<file path="src/design/corr_config.svh">
`ifndef CORR_CONFIG_SVH
`define CORR_CONFIG_SVH

// ----------------------------------------
// Datapath widths
// ----------------------------------------
`define ACCUM_BITS  8   // Signed width of each Re/Im accumulator
`define NUM_ANTENNA 8   // One sample bit per antenna

// ----------------------------------------
// Time multiplexing and banking
// ----------------------------------------
`define TRATE       4   // Slots per pass, >= 3 keeps RMW apart
`define SLOT_BITS   2
`define BLOCK_BITS  2   // Four banks
`define NUM_LANES   2

// Pair tables, byte per slot (slot 0 in low byte), antenna A in high nibble
`define PAIRS_LANE0 32'h12030201
`define PAIRS_LANE1 32'h46674523

`endif

</file>
<file path="src/design/corr_types_pkg.sv">
`include "corr_config.svh"

package corr_types_pkg;

   // Raw one-bit antenna samples
   typedef logic [`NUM_ANTENNA-1:0] sample_t;

   typedef logic [`SLOT_BITS-1:0]  slot_t;   // Time-multiplex slot
   typedef logic [`BLOCK_BITS-1:0] block_t;  // Bank index

   // Wrapping signed accumulator
   typedef logic signed [`ACCUM_BITS-1:0] accum_t;

   // One visibility, real part in the upper byte
   typedef struct packed {
      accum_t re;
      accum_t im;
   } vis_t;

   // Sequencer bank control
   typedef enum logic [1:0] {
      IDLE,            // Not enabled, no samples
      RUN,             // Accumulating into current bank
      SWITCH_PENDING,  // Switch requested, waiting for slot wrap
      CLEARING         // Pass that restarts every slot from zero
   } bank_state_e;

endpackage

</file>
<file path="src/design/wb_bus_pkg.sv">
`include "corr_config.svh"

package wb_bus_pkg;

   // Bus address, MSB first
   typedef struct packed {
      logic [`BLOCK_BITS-1:0] block;  // Bank
      logic [`SLOT_BITS-1:0]  slot;
      logic                   lane;
      logic                   comp;   // 0 real, 1 imaginary
   } wb_addr_t;

   typedef logic [`ACCUM_BITS-1:0] wb_data_t;  // One accumulator byte

   // Slave side of a classic cycle
   typedef enum logic {
      WB_IDLE,
      WB_ACK
   } wb_cycle_e;

endpackage

</file>
<file path="src/design/corr_stream_if.sv">
`timescale 1ns/10ps

// Sample stream from the sequencer to the lanes, no back-pressure
interface corr_stream_if import corr_types_pkg::*; ();

   logic    valid;  // Sample present this cycle
   slot_t   slot;   // Slot the sample belongs to
   logic    clear;  // Start from zero, ignore stored accumulator
   block_t  block;  // Bank tag travelling with the sample
   sample_t re;
   sample_t im;

   // Driver side
   modport seq_mp (
      output valid, slot, clear, block, re, im
   );

   // Lane side, read only
   modport lane_mp (
      input valid, slot, clear, block, re, im
   );

endinterface

</file>
<file path="src/design/corr_sequencer.sv">
`timescale 1ns/10ps
`include "corr_config.svh"

module corr_sequencer import corr_types_pkg::*; (
   input  logic    clk_x,
   input  logic    rst,
   input  logic    en_i,    // Sample valid at the ports
   input  logic    sw_i,    // Bank switch request pulse
   input  sample_t re_i,
   input  sample_t im_i,
   corr_stream_if.seq_mp stream
);

   localparam slot_t LAST_SLOT = slot_t'(`TRATE - 1);

   bank_state_e state;
   slot_t       clr_cnt;   // Samples seen in the clearing pass
   logic        sw_hold;   // Switch seen while clearing
   logic        wrap;
   logic        last_clr;
   logic        pending;

   assign wrap     = stream.valid && (stream.slot == LAST_SLOT);  // Last slot consumed
   assign last_clr = stream.valid && (clr_cnt == LAST_SLOT);
   assign pending  = (state == SWITCH_PENDING) || sw_hold || sw_i;

   // Lanes restart every slot while idle or clearing
   assign stream.clear = (state == IDLE) || (state == CLEARING);

   // ----------------------------------------
   // Sample register and slot counter
   // ----------------------------------------
   always_ff @(posedge clk_x) begin
      stream.re <= re_i;
      stream.im <= im_i;
      if (rst) begin
         stream.valid <= 1'b0;
         stream.slot  <= '0;
      end else begin
         stream.valid <= en_i;
         if (stream.valid) begin
            stream.slot <= wrap ? '0 : stream.slot + 1'b1;  // Holds while idle
         end
      end
   end

   // ----------------------------------------
   // Bank FSM
   // ----------------------------------------
   always_ff @(posedge clk_x) begin
      if (rst) begin
         state        <= IDLE;
         stream.block <= '0;
         clr_cnt      <= '0;
         sw_hold      <= 1'b0;
      end else if (!en_i) begin
         // Stopped, so an outstanding switch takes effect now
         state   <= IDLE;
         sw_hold <= 1'b0;
         if (pending) stream.block <= stream.block + 1'b1;
      end else begin
         case (state)
            IDLE: begin
               if (sw_i) stream.block <= stream.block + 1'b1;
               clr_cnt <= '0;
               state   <= CLEARING;  // Restart always begins with a clear
            end
            RUN: begin
               if (wrap && sw_i) begin
                  stream.block <= stream.block + 1'b1;
                  clr_cnt      <= '0;
                  state        <= CLEARING;
               end else if (sw_i) begin
                  state <= SWITCH_PENDING;
               end
            end
            SWITCH_PENDING: begin
               if (wrap) begin
                  stream.block <= stream.block + 1'b1;  // Next sample is slot 0
                  clr_cnt      <= '0;
                  state        <= CLEARING;
               end
            end
            CLEARING: begin
               if (sw_i) sw_hold <= 1'b1;
               if (last_clr) begin
                  // Whole pass done, every slot restarted once
                  sw_hold <= 1'b0;
                  state   <= (sw_hold || sw_i) ? SWITCH_PENDING : RUN;
               end else if (stream.valid) begin
                  clr_cnt <= clr_cnt + 1'b1;
               end
            end
         endcase
      end
   end

endmodule

</file>
<file path="src/design/corr_lane.sv">
`timescale 1ns/10ps
`include "corr_config.svh"

module corr_lane import corr_types_pkg::*; #(
   parameter logic [8*`TRATE-1:0] PAIRS = `PAIRS_LANE0  // One byte per slot
) (
   input  logic   clk_x,
   input  logic   rst,
   corr_stream_if.lane_mp stream,
   output logic   vis_we_o,
   output slot_t  vis_slot_o,
   output block_t vis_block_o,
   output vis_t   vis_o,
   output logic   overflow_re_o,  // Sticky until reset
   output logic   overflow_im_o
);

   localparam int IDX_BITS = $clog2(`NUM_ANTENNA);
   localparam int MSB      = `ACCUM_BITS - 1;

   typedef logic signed [2:0] prod_t;  // Holds -2..+2

   // Product of two one-bit samples, 1 means +1 and 0 means -1
   function automatic prod_t sign_mul(input logic x, input logic y);
      return (x == y) ? 3'sd1 : -3'sd1;
   endfunction

   logic [7:0]          pair;
   logic [IDX_BITS-1:0] ant_a;
   logic [IDX_BITS-1:0] ant_b;
   prod_t               prod_re;
   prod_t               prod_im;
   vis_t                acc_mem [`TRATE];  // One accumulator per slot
   vis_t                base;
   vis_t                sum;
   logic                ovf_re;
   logic                ovf_im;

   // Stage 1 registers
   logic                s1_valid;
   slot_t               s1_slot;
   block_t              s1_block;
   vis_t                s1_vis;
   logic                s1_ovf_re;
   logic                s1_ovf_im;

   // ----------------------------------------
   // Stage 1, pair select and complex MAC
   // ----------------------------------------
   assign pair  = PAIRS[stream.slot*8 +: 8];
   assign ant_a = pair[4 +: IDX_BITS];
   assign ant_b = pair[0 +: IDX_BITS];

   // a times conj(b)
   assign prod_re = sign_mul(stream.re[ant_a], stream.re[ant_b])
                  + sign_mul(stream.im[ant_a], stream.im[ant_b]);
   assign prod_im = sign_mul(stream.im[ant_a], stream.re[ant_b])
                  - sign_mul(stream.re[ant_a], stream.im[ant_b]);

   assign base   = stream.clear ? '0 : acc_mem[stream.slot];  // Zero input on clear
   assign sum.re = base.re + prod_re;
   assign sum.im = base.im + prod_im;

   // Wrap when both operands share a sign and the sum flips it
   assign ovf_re = (base.re[MSB] == prod_re[2]) && (sum.re[MSB] != base.re[MSB]);
   assign ovf_im = (base.im[MSB] == prod_im[2]) && (sum.im[MSB] != base.im[MSB]);

   always_ff @(posedge clk_x) begin
      if (rst) s1_valid <= 1'b0;
      else     s1_valid <= stream.valid;
   end

   always_ff @(posedge clk_x) begin
      s1_slot   <= stream.slot;
      s1_block  <= stream.block;  // Bank the sample started in
      s1_vis    <= sum;
      s1_ovf_re <= ovf_re;
      s1_ovf_im <= ovf_im;
   end

   // ----------------------------------------
   // Stage 2, write back and flags
   // ----------------------------------------
   always_ff @(posedge clk_x) begin
      if (s1_valid) acc_mem[s1_slot] <= s1_vis;
   end

   always_ff @(posedge clk_x) begin
      if (rst) begin
         overflow_re_o <= 1'b0;
         overflow_im_o <= 1'b0;
      end else if (s1_valid) begin
         if (s1_ovf_re) overflow_re_o <= 1'b1;
         if (s1_ovf_im) overflow_im_o <= 1'b1;
      end
   end

   // Buffer stores the same word at the same edge
   assign vis_we_o    = s1_valid;
   assign vis_slot_o  = s1_slot;
   assign vis_block_o = s1_block;
   assign vis_o       = s1_vis;

endmodule

</file>
<file path="src/design/vis_buffer_wb.sv">
`timescale 1ns/10ps
`include "corr_config.svh"

module vis_buffer_wb import corr_types_pkg::*, wb_bus_pkg::*; (
   input  logic     clk_x,
   input  logic     rst,

   // Lane write ports
   input  logic     vis_we_i    [`NUM_LANES],
   input  slot_t    vis_slot_i  [`NUM_LANES],
   input  block_t   vis_block_i [`NUM_LANES],
   input  vis_t     vis_i       [`NUM_LANES],

   // Wishbone classic slave
   input  logic     cyc_i,
   input  logic     stb_i,
   input  logic     we_i,    // Writes acked, no effect
   input  wb_addr_t adr_i,
   output logic     ack_o,
   output wb_data_t dat_o
);

   localparam int DEPTH = 1 << (`BLOCK_BITS + `SLOT_BITS);  // Banks times slots

   vis_t      vis_mem [`NUM_LANES][DEPTH];
   vis_t      rd_word;
   wb_data_t  rd_byte;
   logic      req;
   wb_cycle_e wb_state;

   // ----------------------------------------
   // Lane side, both lanes write together
   // ----------------------------------------
   always_ff @(posedge clk_x) begin
      for (int l = 0; l < `NUM_LANES; l++) begin
         if (vis_we_i[l]) begin
            vis_mem[l][{vis_block_i[l], vis_slot_i[l]}] <= vis_i[l];
         end
      end
   end

   // ----------------------------------------
   // Bus side
   // ----------------------------------------
   assign req     = cyc_i && stb_i;
   assign rd_word = vis_mem[adr_i.lane][{adr_i.block, adr_i.slot}];
   assign rd_byte = adr_i.comp ? rd_word.im : rd_word.re;  // Word select

   // Single-cycle ack, held off until stb drops
   always_ff @(posedge clk_x) begin
      if (rst) begin
         wb_state <= WB_IDLE;
         ack_o    <= 1'b0;
      end else begin
         ack_o <= 1'b0;
         case (wb_state)
            WB_IDLE: begin
               if (req) begin
                  wb_state <= WB_ACK;
                  ack_o    <= 1'b1;
               end
            end
            WB_ACK: begin
               if (!req) wb_state <= WB_IDLE;  // Master released the strobe
            end
         endcase
      end
   end

   // Read data registered with the ack
   always_ff @(posedge clk_x) begin
      if (wb_state == WB_IDLE && req && !we_i) dat_o <= rd_byte;
   end

endmodule

</file>
<file path="src/design/correlator_top.sv">
`timescale 1ns/10ps
`include "corr_config.svh"

module correlator_top import corr_types_pkg::*, wb_bus_pkg::*; (
   input  logic     clk_x,
   input  logic     rst,

   // Antenna side
   input  logic     en_i,
   input  logic     sw_i,
   input  sample_t  re_i,
   input  sample_t  im_i,

   // Wishbone classic slave
   input  logic     cyc_i,
   input  logic     stb_i,
   input  logic     we_i,
   input  wb_addr_t adr_i,
   input  wb_data_t dat_i,   // Write data accepted and dropped
   output logic     ack_o,
   output wb_data_t dat_o,

   output logic     overflow_re_o,
   output logic     overflow_im_o
);

   // Lane to buffer
   logic                   vis_we    [`NUM_LANES];
   slot_t                  vis_slot  [`NUM_LANES];
   block_t                 vis_block [`NUM_LANES];
   vis_t                   vis       [`NUM_LANES];
   logic [`NUM_LANES-1:0]  ovf_re;
   logic [`NUM_LANES-1:0]  ovf_im;

   corr_stream_if stream_if ();

   corr_sequencer corr_sequencer_i (
      .clk_x  (clk_x),
      .rst    (rst),
      .en_i   (en_i),
      .sw_i   (sw_i),
      .re_i   (re_i),
      .im_i   (im_i),
      .stream (stream_if.seq_mp)
   );

   // ----------------------------------------
   // Lanes, each with its own pair table
   // ----------------------------------------
   for (genvar l = 0; l < `NUM_LANES; l++) begin : g_lane
      corr_lane #(
         .PAIRS ((l == 0) ? `PAIRS_LANE0 : `PAIRS_LANE1)
      ) corr_lane_i (
         .clk_x         (clk_x),
         .rst           (rst),
         .stream        (stream_if.lane_mp),
         .vis_we_o      (vis_we[l]),
         .vis_slot_o    (vis_slot[l]),
         .vis_block_o   (vis_block[l]),
         .vis_o         (vis[l]),
         .overflow_re_o (ovf_re[l]),
         .overflow_im_o (ovf_im[l])
      );
   end

   vis_buffer_wb vis_buffer_wb_i (
      .clk_x       (clk_x),
      .rst         (rst),
      .vis_we_i    (vis_we),
      .vis_slot_i  (vis_slot),
      .vis_block_i (vis_block),
      .vis_i       (vis),
      .cyc_i       (cyc_i),
      .stb_i       (stb_i),
      .we_i        (we_i),
      .adr_i       (adr_i),
      .ack_o       (ack_o),
      .dat_o       (dat_o)
   );

   assign overflow_re_o = |ovf_re;  // Any lane
   assign overflow_im_o = |ovf_im;

endmodule

</file>
<file path="config.mk">
export PLATFORM = sky130hd
export DESIGN_NAME = correlator_top
export DESIGN_NICKNAME = d
export VERILOG_FILES = /design/src/design/corr_types_pkg.sv /design/src/design/wb_bus_pkg.sv /design/src/design/corr_stream_if.sv /design/src/design/corr_sequencer.sv /design/src/design/corr_lane.sv /design/src/design/vis_buffer_wb.sv /design/src/design/correlator_top.sv
export VERILOG_INCLUDE_DIRS = /design/src /design/src/design
export SDC_FILE = /design/constraint.sdc
export NUM_CORES = 1
export LEC_CHECK = 0
export ABC_CLOCK_PERIOD_IN_PS = 6700
export BUFFER_PORTS_ARGS = -buffer_cell sky130_fd_sc_hd__clkbuf_2
export CAP_MARGIN = 20
export CELL_PAD_IN_SITES_DETAIL_PLACEMENT = 1
export CELL_PAD_IN_SITES_GLOBAL_PLACEMENT = 1
export CORE_MARGIN = 2
export CORE_UTILIZATION = 50
export CTS_CLUSTER_DIAMETER = 120
export DETAILED_ROUTE_END_ITERATION = 12
export PLACE_DENSITY_LB_ADDON = 0.1
export SLEW_MARGIN = 20
export SYNTH_ARGS = -nofsm -noshare
export SYNTH_HDL_FRONTEND = slang
export SYNTH_HIERARCHICAL = 1
export SYNTH_SLANG_ARGS = --single-unit
export TNS_END_PERCENT = 10
</file>
<file path="constraint.sdc">
create_clock -name clk_x -period 6.7 [get_ports clk_x]
set_input_delay 0.335 -clock clk_x [delete_from_list [all_inputs] [get_ports clk_x]]
set_output_delay 0.335 -clock clk_x [all_outputs]
set_load 0.01 [all_outputs]
</file>
==> Yosys cells after proc, flatten, opt, wreduce, memory -nomap -nowiden <==
Memory sizes are Yosys's and may differ from the RTL's. A register that Yosys moved wholly into a read port is not among the register bits.
Cells that the tools add are included.
Widths: inputs -> output; s select.
{ "word_totals": {"reg_bits": 81, "mem_bits_rw": 640, "out_inout_bits": 11, "mem_count": 3} }
{ "classes": {"addsub": 11, "n_lt_le_gt_ge": 7, "n_eq_ne": 31, "shift": 2, "muxes": 60, "bitwise_logic": 4, "n_reduce_logical": 31} }
{ "mem_list": {"columns": ["memory", "depth", "width", "read_ports", "rd_clocked_by_memory_dff", "wr", "line_no", "text"], "rows": [
  ["vis_buffer_wb_i.vis_mem", 2, 256, 1, 0, 2, "vis_buffer_wb.sv:25", "vis_t vis_mem [`NUM_LANES][DEPTH];"],
  ["g_lane[0].corr_lane_i.acc_mem", 4, 16, 1, 1, 1, "corr_lane.sv:33", "vis_t acc_mem [`TRATE];"],
  ["g_lane[1].corr_lane_i.acc_mem", 4, 16, 1, 1, 1, "corr_lane.sv:33", null]
]} }
{ "op_table": {"columns": ["operator", "n"], "rows": [
  ["$mux 256", 1],
  ["$mux 16", 5],
  ["$bmux 16 s4", 1],
  ["$demux 16 s4", 1],
  ["$shiftx 32x6->7 const A", 2],
  ["$mux 2", 19],
  ["$add 8x3->8", 4],
  ["$bmux 1 s3", 8],
  ["$mux 3", 8],
  ["$lt 3x4->1 const B", 4],
  ["$pmux 2 s4", 2],
  ["$mux 1", 13],
  ["$eq 1x1->1", 12],
  ["$logic_and 1x1->1", 11],
  ["$ge 5x5->1 const B", 2],
  ["$not 4->5", 2],
  ["$reduce_and 2->1", 5],
  ["$reduce_and 5->1", 2],
  ["$ne 3x2->1 const B", 3],
  ["$eq 2x2->1 const B", 4],
  ["$mux 8", 1],
  ["$ne 2x1->1 const B", 4],
  ["$reduce_or 2->1", 4],
  ["$add 2x1->2 const B", 3],
  ["15 further kinds", 25]
]} }

==> Longest topological paths before layout <==
{ "depth": {"depth_word": 9, "depth_mapped": 17, "ltp_nobuf": 15} }

==> Hierarchy <==
The synthesis kept the hierarchy.
{ "by_module_without_submodules": {"columns": ["mod", "instances", "cells_each", "area_each_um2"], "rows": [
  ["vis_buffer_wb", 1, 879, 20148.1],
  ["corr_lane at g_lane[0].corr_lane_i", 1, 252, 3763.6],
  ["corr_lane at g_lane[1].corr_lane_i", 1, 221, 3641.0],
  ["corr_sequencer", 1, 91, 949.7],
  ["correlator_top", 1, 2, 12.5]
]} }

==> Worst setup path after synthesis <==
Ideal clock, no wire load.
{ "synth_path": {"kind": "register to register", "start": "reg corr_sequencer_i.stream.slot[0]", "end": "reg g_lane[1].corr_lane_i.s1_ovf_im", "setup_time_ns": 0.059, "arrival_time_ns": 2.949, "required_ns": 6.641, "path_slack_ns": 3.692, "stages_incl_launch_ff": 12, "n_path_buf": 1, "cell_sequence": "dfxtp_1 buf_6 mux4_2 xor2_1 ha_1 inv_1 ha_1 fa_1 a211oi_1 o21ai_0 or3_1 nand2_1"} }
{ "synth_via": {"elab_chain_cells": 9} }
{ "synth_rtl": {"columns": ["item", "line_no", "text"], "rows": [
  ["start, declared", "corr_stream_if.sv:15", "output valid, slot, clear, block, re, im"],
  ["start signal, assigned", "corr_sequencer.sv:42", "stream.slot <= wrap ? '0 : stream.slot + 1'b1;"],
  ["$shiftx 32x6->7 (*)", "corr_lane.sv:50", "assign pair = PAIRS[stream.slot*8 +: 8];"],
  ["$bmux 1 s3 (on tied branches)", "corr_lane.sv:57, corr_lane.sv:58", null],
  ["$mux 1 (on tied branches)", "corr_lane.sv:57, corr_lane.sv:58", null],
  ["$eq 1x1->1", "corr_lane.sv:25", "return (x == y) ? 3'sd1 : -3'sd1;"],
  ["$mux 3", "corr_lane.sv:25", null],
  ["$sub 3x3->3 (*)", "corr_lane.sv:58", "- sign_mul(stream.re[ant_a], stream.im[ant_b]);"],
  ["$add 8x3->8", "corr_lane.sv:62", "assign sum.im = base.im + prod_im;"],
  ["$ne 1x1->1", "corr_lane.sv:66", "assign ovf_im = (base.im[MSB] == prod_im[2]) && (sum.im[MSB] != base.im[MSB]);"],
  ["$logic_and 1x1->1 (*)", "corr_lane.sv:66", null],
  ["via g_lane[1].corr_lane_i.ovf_im", "corr_lane.sv:37", "logic ovf_im;"],
  ["end signal, assigned", "corr_lane.sv:78", "s1_ovf_im <= ovf_im;"],
  ["end, declared", "corr_lane.sv:45", "logic s1_ovf_im;"]
]} }
The timed path passes the listed nets; every way through them passes the cells marked *. The select of a mux whose other input is x is not followed.
A chain may end at the register's enable or synchronous reset.

==> Worst setup path after layout <==
{ "layout_path": {"start": "reg corr_sequencer_i.stream.slot[1]", "end": "reg g_lane[0].corr_lane_i.s1_ovf_im"} }
{ "layout_via": {"elab_chain_cells": 9} }
{ "layout_rtl": {"columns": ["item", "line_no"], "rows": [
  ["$shiftx 32x6->7 (*)", "corr_lane.sv:50"],
  ["$bmux 1 s3 (on tied branches)", "corr_lane.sv:57, corr_lane.sv:58"],
  ["$mux 1 (on tied branches)", "corr_lane.sv:57, corr_lane.sv:58"],
  ["$eq 1x1->1", "corr_lane.sv:25"],
  ["$mux 3", "corr_lane.sv:25"],
  ["$sub 3x3->3 (*)", "corr_lane.sv:58"],
  ["$add 8x3->8", "corr_lane.sv:62"],
  ["$ne 1x1->1", "corr_lane.sv:66"],
  ["$logic_and 1x1->1 (*)", "corr_lane.sv:66"],
  ["via g_lane[0].corr_lane_i.ovf_im", "corr_lane.sv:37"],
  ["end signal, assigned", "corr_lane.sv:78"],
  ["end, declared", "corr_lane.sv:45"]
]} }
Marked as above.

==> qor.csv <==
metric,value,unit
largest family of logic cells by synthesized area,multiplexers,
Routed WL,69400,microns
GPL Wtd Cong,0.830,
first-pass GRT wire length,103000,microns
Nets,1638,
final number of setup-violating endpoints,0,
vias post-DR,14316,
pwr dens,338,nW/um^2
worst vdd ir,228,uV
setup TNS,0,ns
Avg Inst Size Synth,19.7,sq um
Clock Latency Late Sink,0.61,ns
Critical Path Sink Type,flip-flop,
worst path cell trace,buf_4 > nand2_1 > o21ai_0 > a2bb2oi_1 > o22ai_1 > a21oi_1 > ha_1 > inv_1 > fa_1 > nor2b_1 > o31a_1 > o21ai_0 > nand2b_1 > mux2i_1,
synth unique cells,67,
ys flop type,edfxtp_1,
Max stage delay on crit path,0.70,ns
Tcrit/Tclk final,57.7,%
number of fill cells,4935,
hold path cells,3,
router iterations before antenna repair,5,
FP Rows,87,
# DRC,0,
Final HPWL DP,40700,microns
RSZ-0062 raised after global routing,false,
cell count after synthesis,1445,
worst-case reg-to-reg path depth,14,
Worst Tran Pin Value,1.13,ns
CP Class,reg -> reg,
leakage power total,10.7,nW
Worst Skew,0.0197,ns
Highest Clock Rate,259,MHz
Reg2Reg Setup Slack,2.83,ns
CTS tree,done,
initial antenna violation count,0,
Worst slew margin,22.8,%
Syn. warnings,6,
maximum root-to-sink buffer count,3,
Core ar.,56400,sq um
Final Hold Vio Count,0,
worst endpoint data arrival time,4.39,ns
"Buf+Inv Stages, Crit Path",2,
# IOs,48,
"Setup Fix Bufs, Post-CTS",0,
Starting DRT DRC Count,1002,
layout cells sized above 1,24.7,%
Final min period,3.87,ns
RR Startpoint,corr_sequencer_i/stream.slot[1],
post-synthesis xor/xnor area fraction,0.891,%
HP Class,in -> reg,
Pins Over Slew Limit,0,
vias per std cell,6.02,
PortBufs,39,
critical path data required time,7.23,ns
Power Total,10.9,mW
Setup WS pre-CTS,2.78,ns
#FFs+latches synth,726,
post-CTS resize count,0,
Num CTS Buffers,74,
Starting Density,50.6,%
CP top delay family,compound AO/OA/AOI/OAI gates,
Die Wd,243,microns
max_cap viols,0,
"Cell Area, Synth",28500,sq um
Compound-Gate Fraction of Synth Area,3.22,%
synth-to-layout area growth,13.3,%
Root Buffer,clkbuf_16,
GRT overflow,0,
Post-synth EDFFs,648,
"Max stage delay cell, worst path",dfxtp_2,
proportion of synthesized area in mux cells,14.4,%
Crit Reg-Reg Endpoint,g_lane[0].corr_lane_i/s1_ovf_im,
Async SR Flop Fraction,0,%
Most common cell on crit path,o21ai_0,
drt wl/cell,29.2,microns
n_diodes,0,
vias in the first global route,15573,
Die Ht,243,microns
"Max FO, Critical Path",39,
Synth Area in Adders,1.77,%
pin count of the biggest net entering global routing,73,
Placed Cells,2227,
die footprint,59000,sq um
post-route setup slack,2.83,ns
CTS H-tree lvls,3,
Simple-Gate Fraction of Synth Area,4.09,%
status,"complete, no violations",
antenna-violating nets left,0,
Total GRT Usage,24.1,%
final cell count without fillers,2378,
Hold Startpoint,cyc_i,
CTS Sinks,726,
clock slew at reported path FFs,0.07,ns
Hold Path End,vis_buffer_wb_i/wb_state,
critical path startpoint category,flip-flop,
Synth Net Count,1520,
sequential area share after synthesis,73.7,%
-- layout make-up --
| cell class | instances | area (sq um) | area share [%] |
|---|---|---|---|
| Clock buffer | 93 | 2050 | 6.34 |
| Clock inverter | 42 | 368 | 1.14 |
| Inverter | 35 | 131 | 0.407 |
| Multi-Input combinational cell | 625 | 7060 | 21.9 |
| Sequential cell | 726 | 21000 | 65.1 |
| Tap cell | 756 | 946 | 2.93 |
| Timing Repair Buffer | 101 | 724 | 2.24 |
-- logic make-up after synthesis --
| kind of cell | count (synthesis) |
|---|---|
| AOI/OAI and AO/OA | 133 |
| xor gates and xnor gates | 29 |
| adders and majority gates | 38 |
| buffers and inverters | 94 |
| DFF | 726 |
| muxes | 200 |
| and+or+nand+nor | 225 |
-- flip-flops by register name (all words and copies together) (netlist names) --
name	flops
corr_sequencer_i/clr_cnt	2
corr_sequencer_i/state	2
corr_sequencer_i/stream.block	2
corr_sequencer_i/stream.im	8
corr_sequencer_i/stream.re	8
corr_sequencer_i/stream.slot	2
corr_sequencer_i/stream.valid	1
corr_sequencer_i/sw_hold	1
g_lane.corr_lane_i/acc_mem	128
g_lane.corr_lane_i/overflow_im_o	2
g_lane.corr_lane_i/overflow_re_o	2
g_lane.corr_lane_i/s1_ovf_im	2
g_lane.corr_lane_i/s1_ovf_re	2
g_lane.corr_lane_i/vis_block_o	4
g_lane.corr_lane_i/vis_o	32
g_lane.corr_lane_i/vis_slot_o	4
g_lane.corr_lane_i/vis_we_o	2
vis_buffer_wb_i/ack_o	1
vis_buffer_wb_i/dat_o	8
vis_buffer_wb_i/vis_mem	512
vis_buffer_wb_i/wb_state	1
-- stage by stage --
step / cell area, sq um / utilization, % / hold slack (ns)
finish: 32300 / 57.3 / 0.0502
global route: 32300 / 57.3 / 0.0407
CTS: 32300 / 57.3 / 0.0119
detailed placement: 29700 / 52.7 / 0.397
global placement: 29700 / 52.7 / 0.384
floorplan: 28500 / - / 0.363
-- Yosys cell counts, types with 17 or more instances --
cell | number | area share [%]
a21oi_1 | 32 | 0.56
buf_2 | 20 | 0.35
dfxtp_1 | 78 | 5.5
edfxtp_1 | 648 | 68
ha_1 | 34 | 1.5
inv_1 | 34 | 0.45
mux2i_1 | 33 | 1.2
mux4_2 | 153 | 12
nand2_1 | 45 | 0.59
nor2_1 | 57 | 0.75
nor2b_1 | 44 | 0.97
nor3_1 | 17 | 0.30
xnor2_1 | 25 | 0.77
-- layout by cell type, fill, tap and decap left out, types with 14 or more instances in the layout --
cell / Yosys / final
dfxtp_1: 78 / 75
inv_1: 34 / 34
a211oi_1: 14 / 14
nor2_2: 0 / 23
clkbuf_16: 0 / 79
ha_1: 34 / 34
clkinv_2: 0 / 19
o21ai_0: 15 / 15
nand2_1: 45 / 45
nand2b_1: 15 / 15
clkbuf_2: 0 / 36
a21oi_1: 32 / 32
buf_4: 14 / 46
mux4_2: 153 / 153
mux2i_1: 33 / 33
xnor2_1: 25 / 25
nor2_1: 57 / 34
nor2b_1: 44 / 44
edfxtp_1: 648 / 648
dlygate4sd3_1: 0 / 16
-- worst max path at each step --
stage | startpoint | cells past startpoint | slack [ns] | end
floorplan | corr_sequencer_i/stream.slot[0] | 11 | 3.69 | g_lane[1].corr_lane_i/s1_ovf_im
detailed placement | corr_sequencer_i/stream.slot[1] | 14 | 2.78 | g_lane[0].corr_lane_i/s1_ovf_im
finish | corr_sequencer_i/stream.slot[1] | 14 | 2.83 | g_lane[0].corr_lane_i/s1_ovf_im
CTS | corr_sequencer_i/stream.slot[1] | 14 | 2.73 | g_lane[0].corr_lane_i/s1_ovf_im
global placement | corr_sequencer_i/stream.slot[1] | 14 | 2.84 | g_lane[0].corr_lane_i/s1_ovf_re
global route | corr_sequencer_i/stream.slot[1] | 14 | 2.46 | g_lane[0].corr_lane_i/s1_ovf_im
-- metal layers --
layer	track usage, %	share of wire [%]	routed length, microns
met5	0	0	0
met4	7.63	2.4	1670
met3	3.34	5.6	3880
met2	40.8	50	35000
met1	32.8	42	28900
-- power by group --
group          switching, mW  leakage (nW)  internal [mW]
clock network           1.71          1.19           2.40
registers              0.641          6.54           5.54
logic                  0.337          2.97          0.289
total                   2.69          10.7           8.23
-- worst reg2reg max path: stages (launching register included) --
cell and delay, ns:
dfxtp_2 0.70, buf_4 0.57, nand2_1 0.14, o21ai_0 0.17
a2bb2oi_1 0.21, o22ai_1 0.10, a21oi_1 0.14, ha_1 0.34
inv_1 0.18, fa_1 0.49, nor2b_1 0.16, o31a_1 0.15
o21ai_0 0.08, nand2b_1 0.14, mux2i_1 0.20
-- what timing repair did --
| action | 4_1_cts | 5_1_grt |
|---|---|---|
| endpoints found under the hold margin | 16 | 0 |
| endpoints found under the setup margin | 0 | 0 |
| hold buffers | 16 | 0 |
No activity file was read; power rests on OpenSTA's default activity.
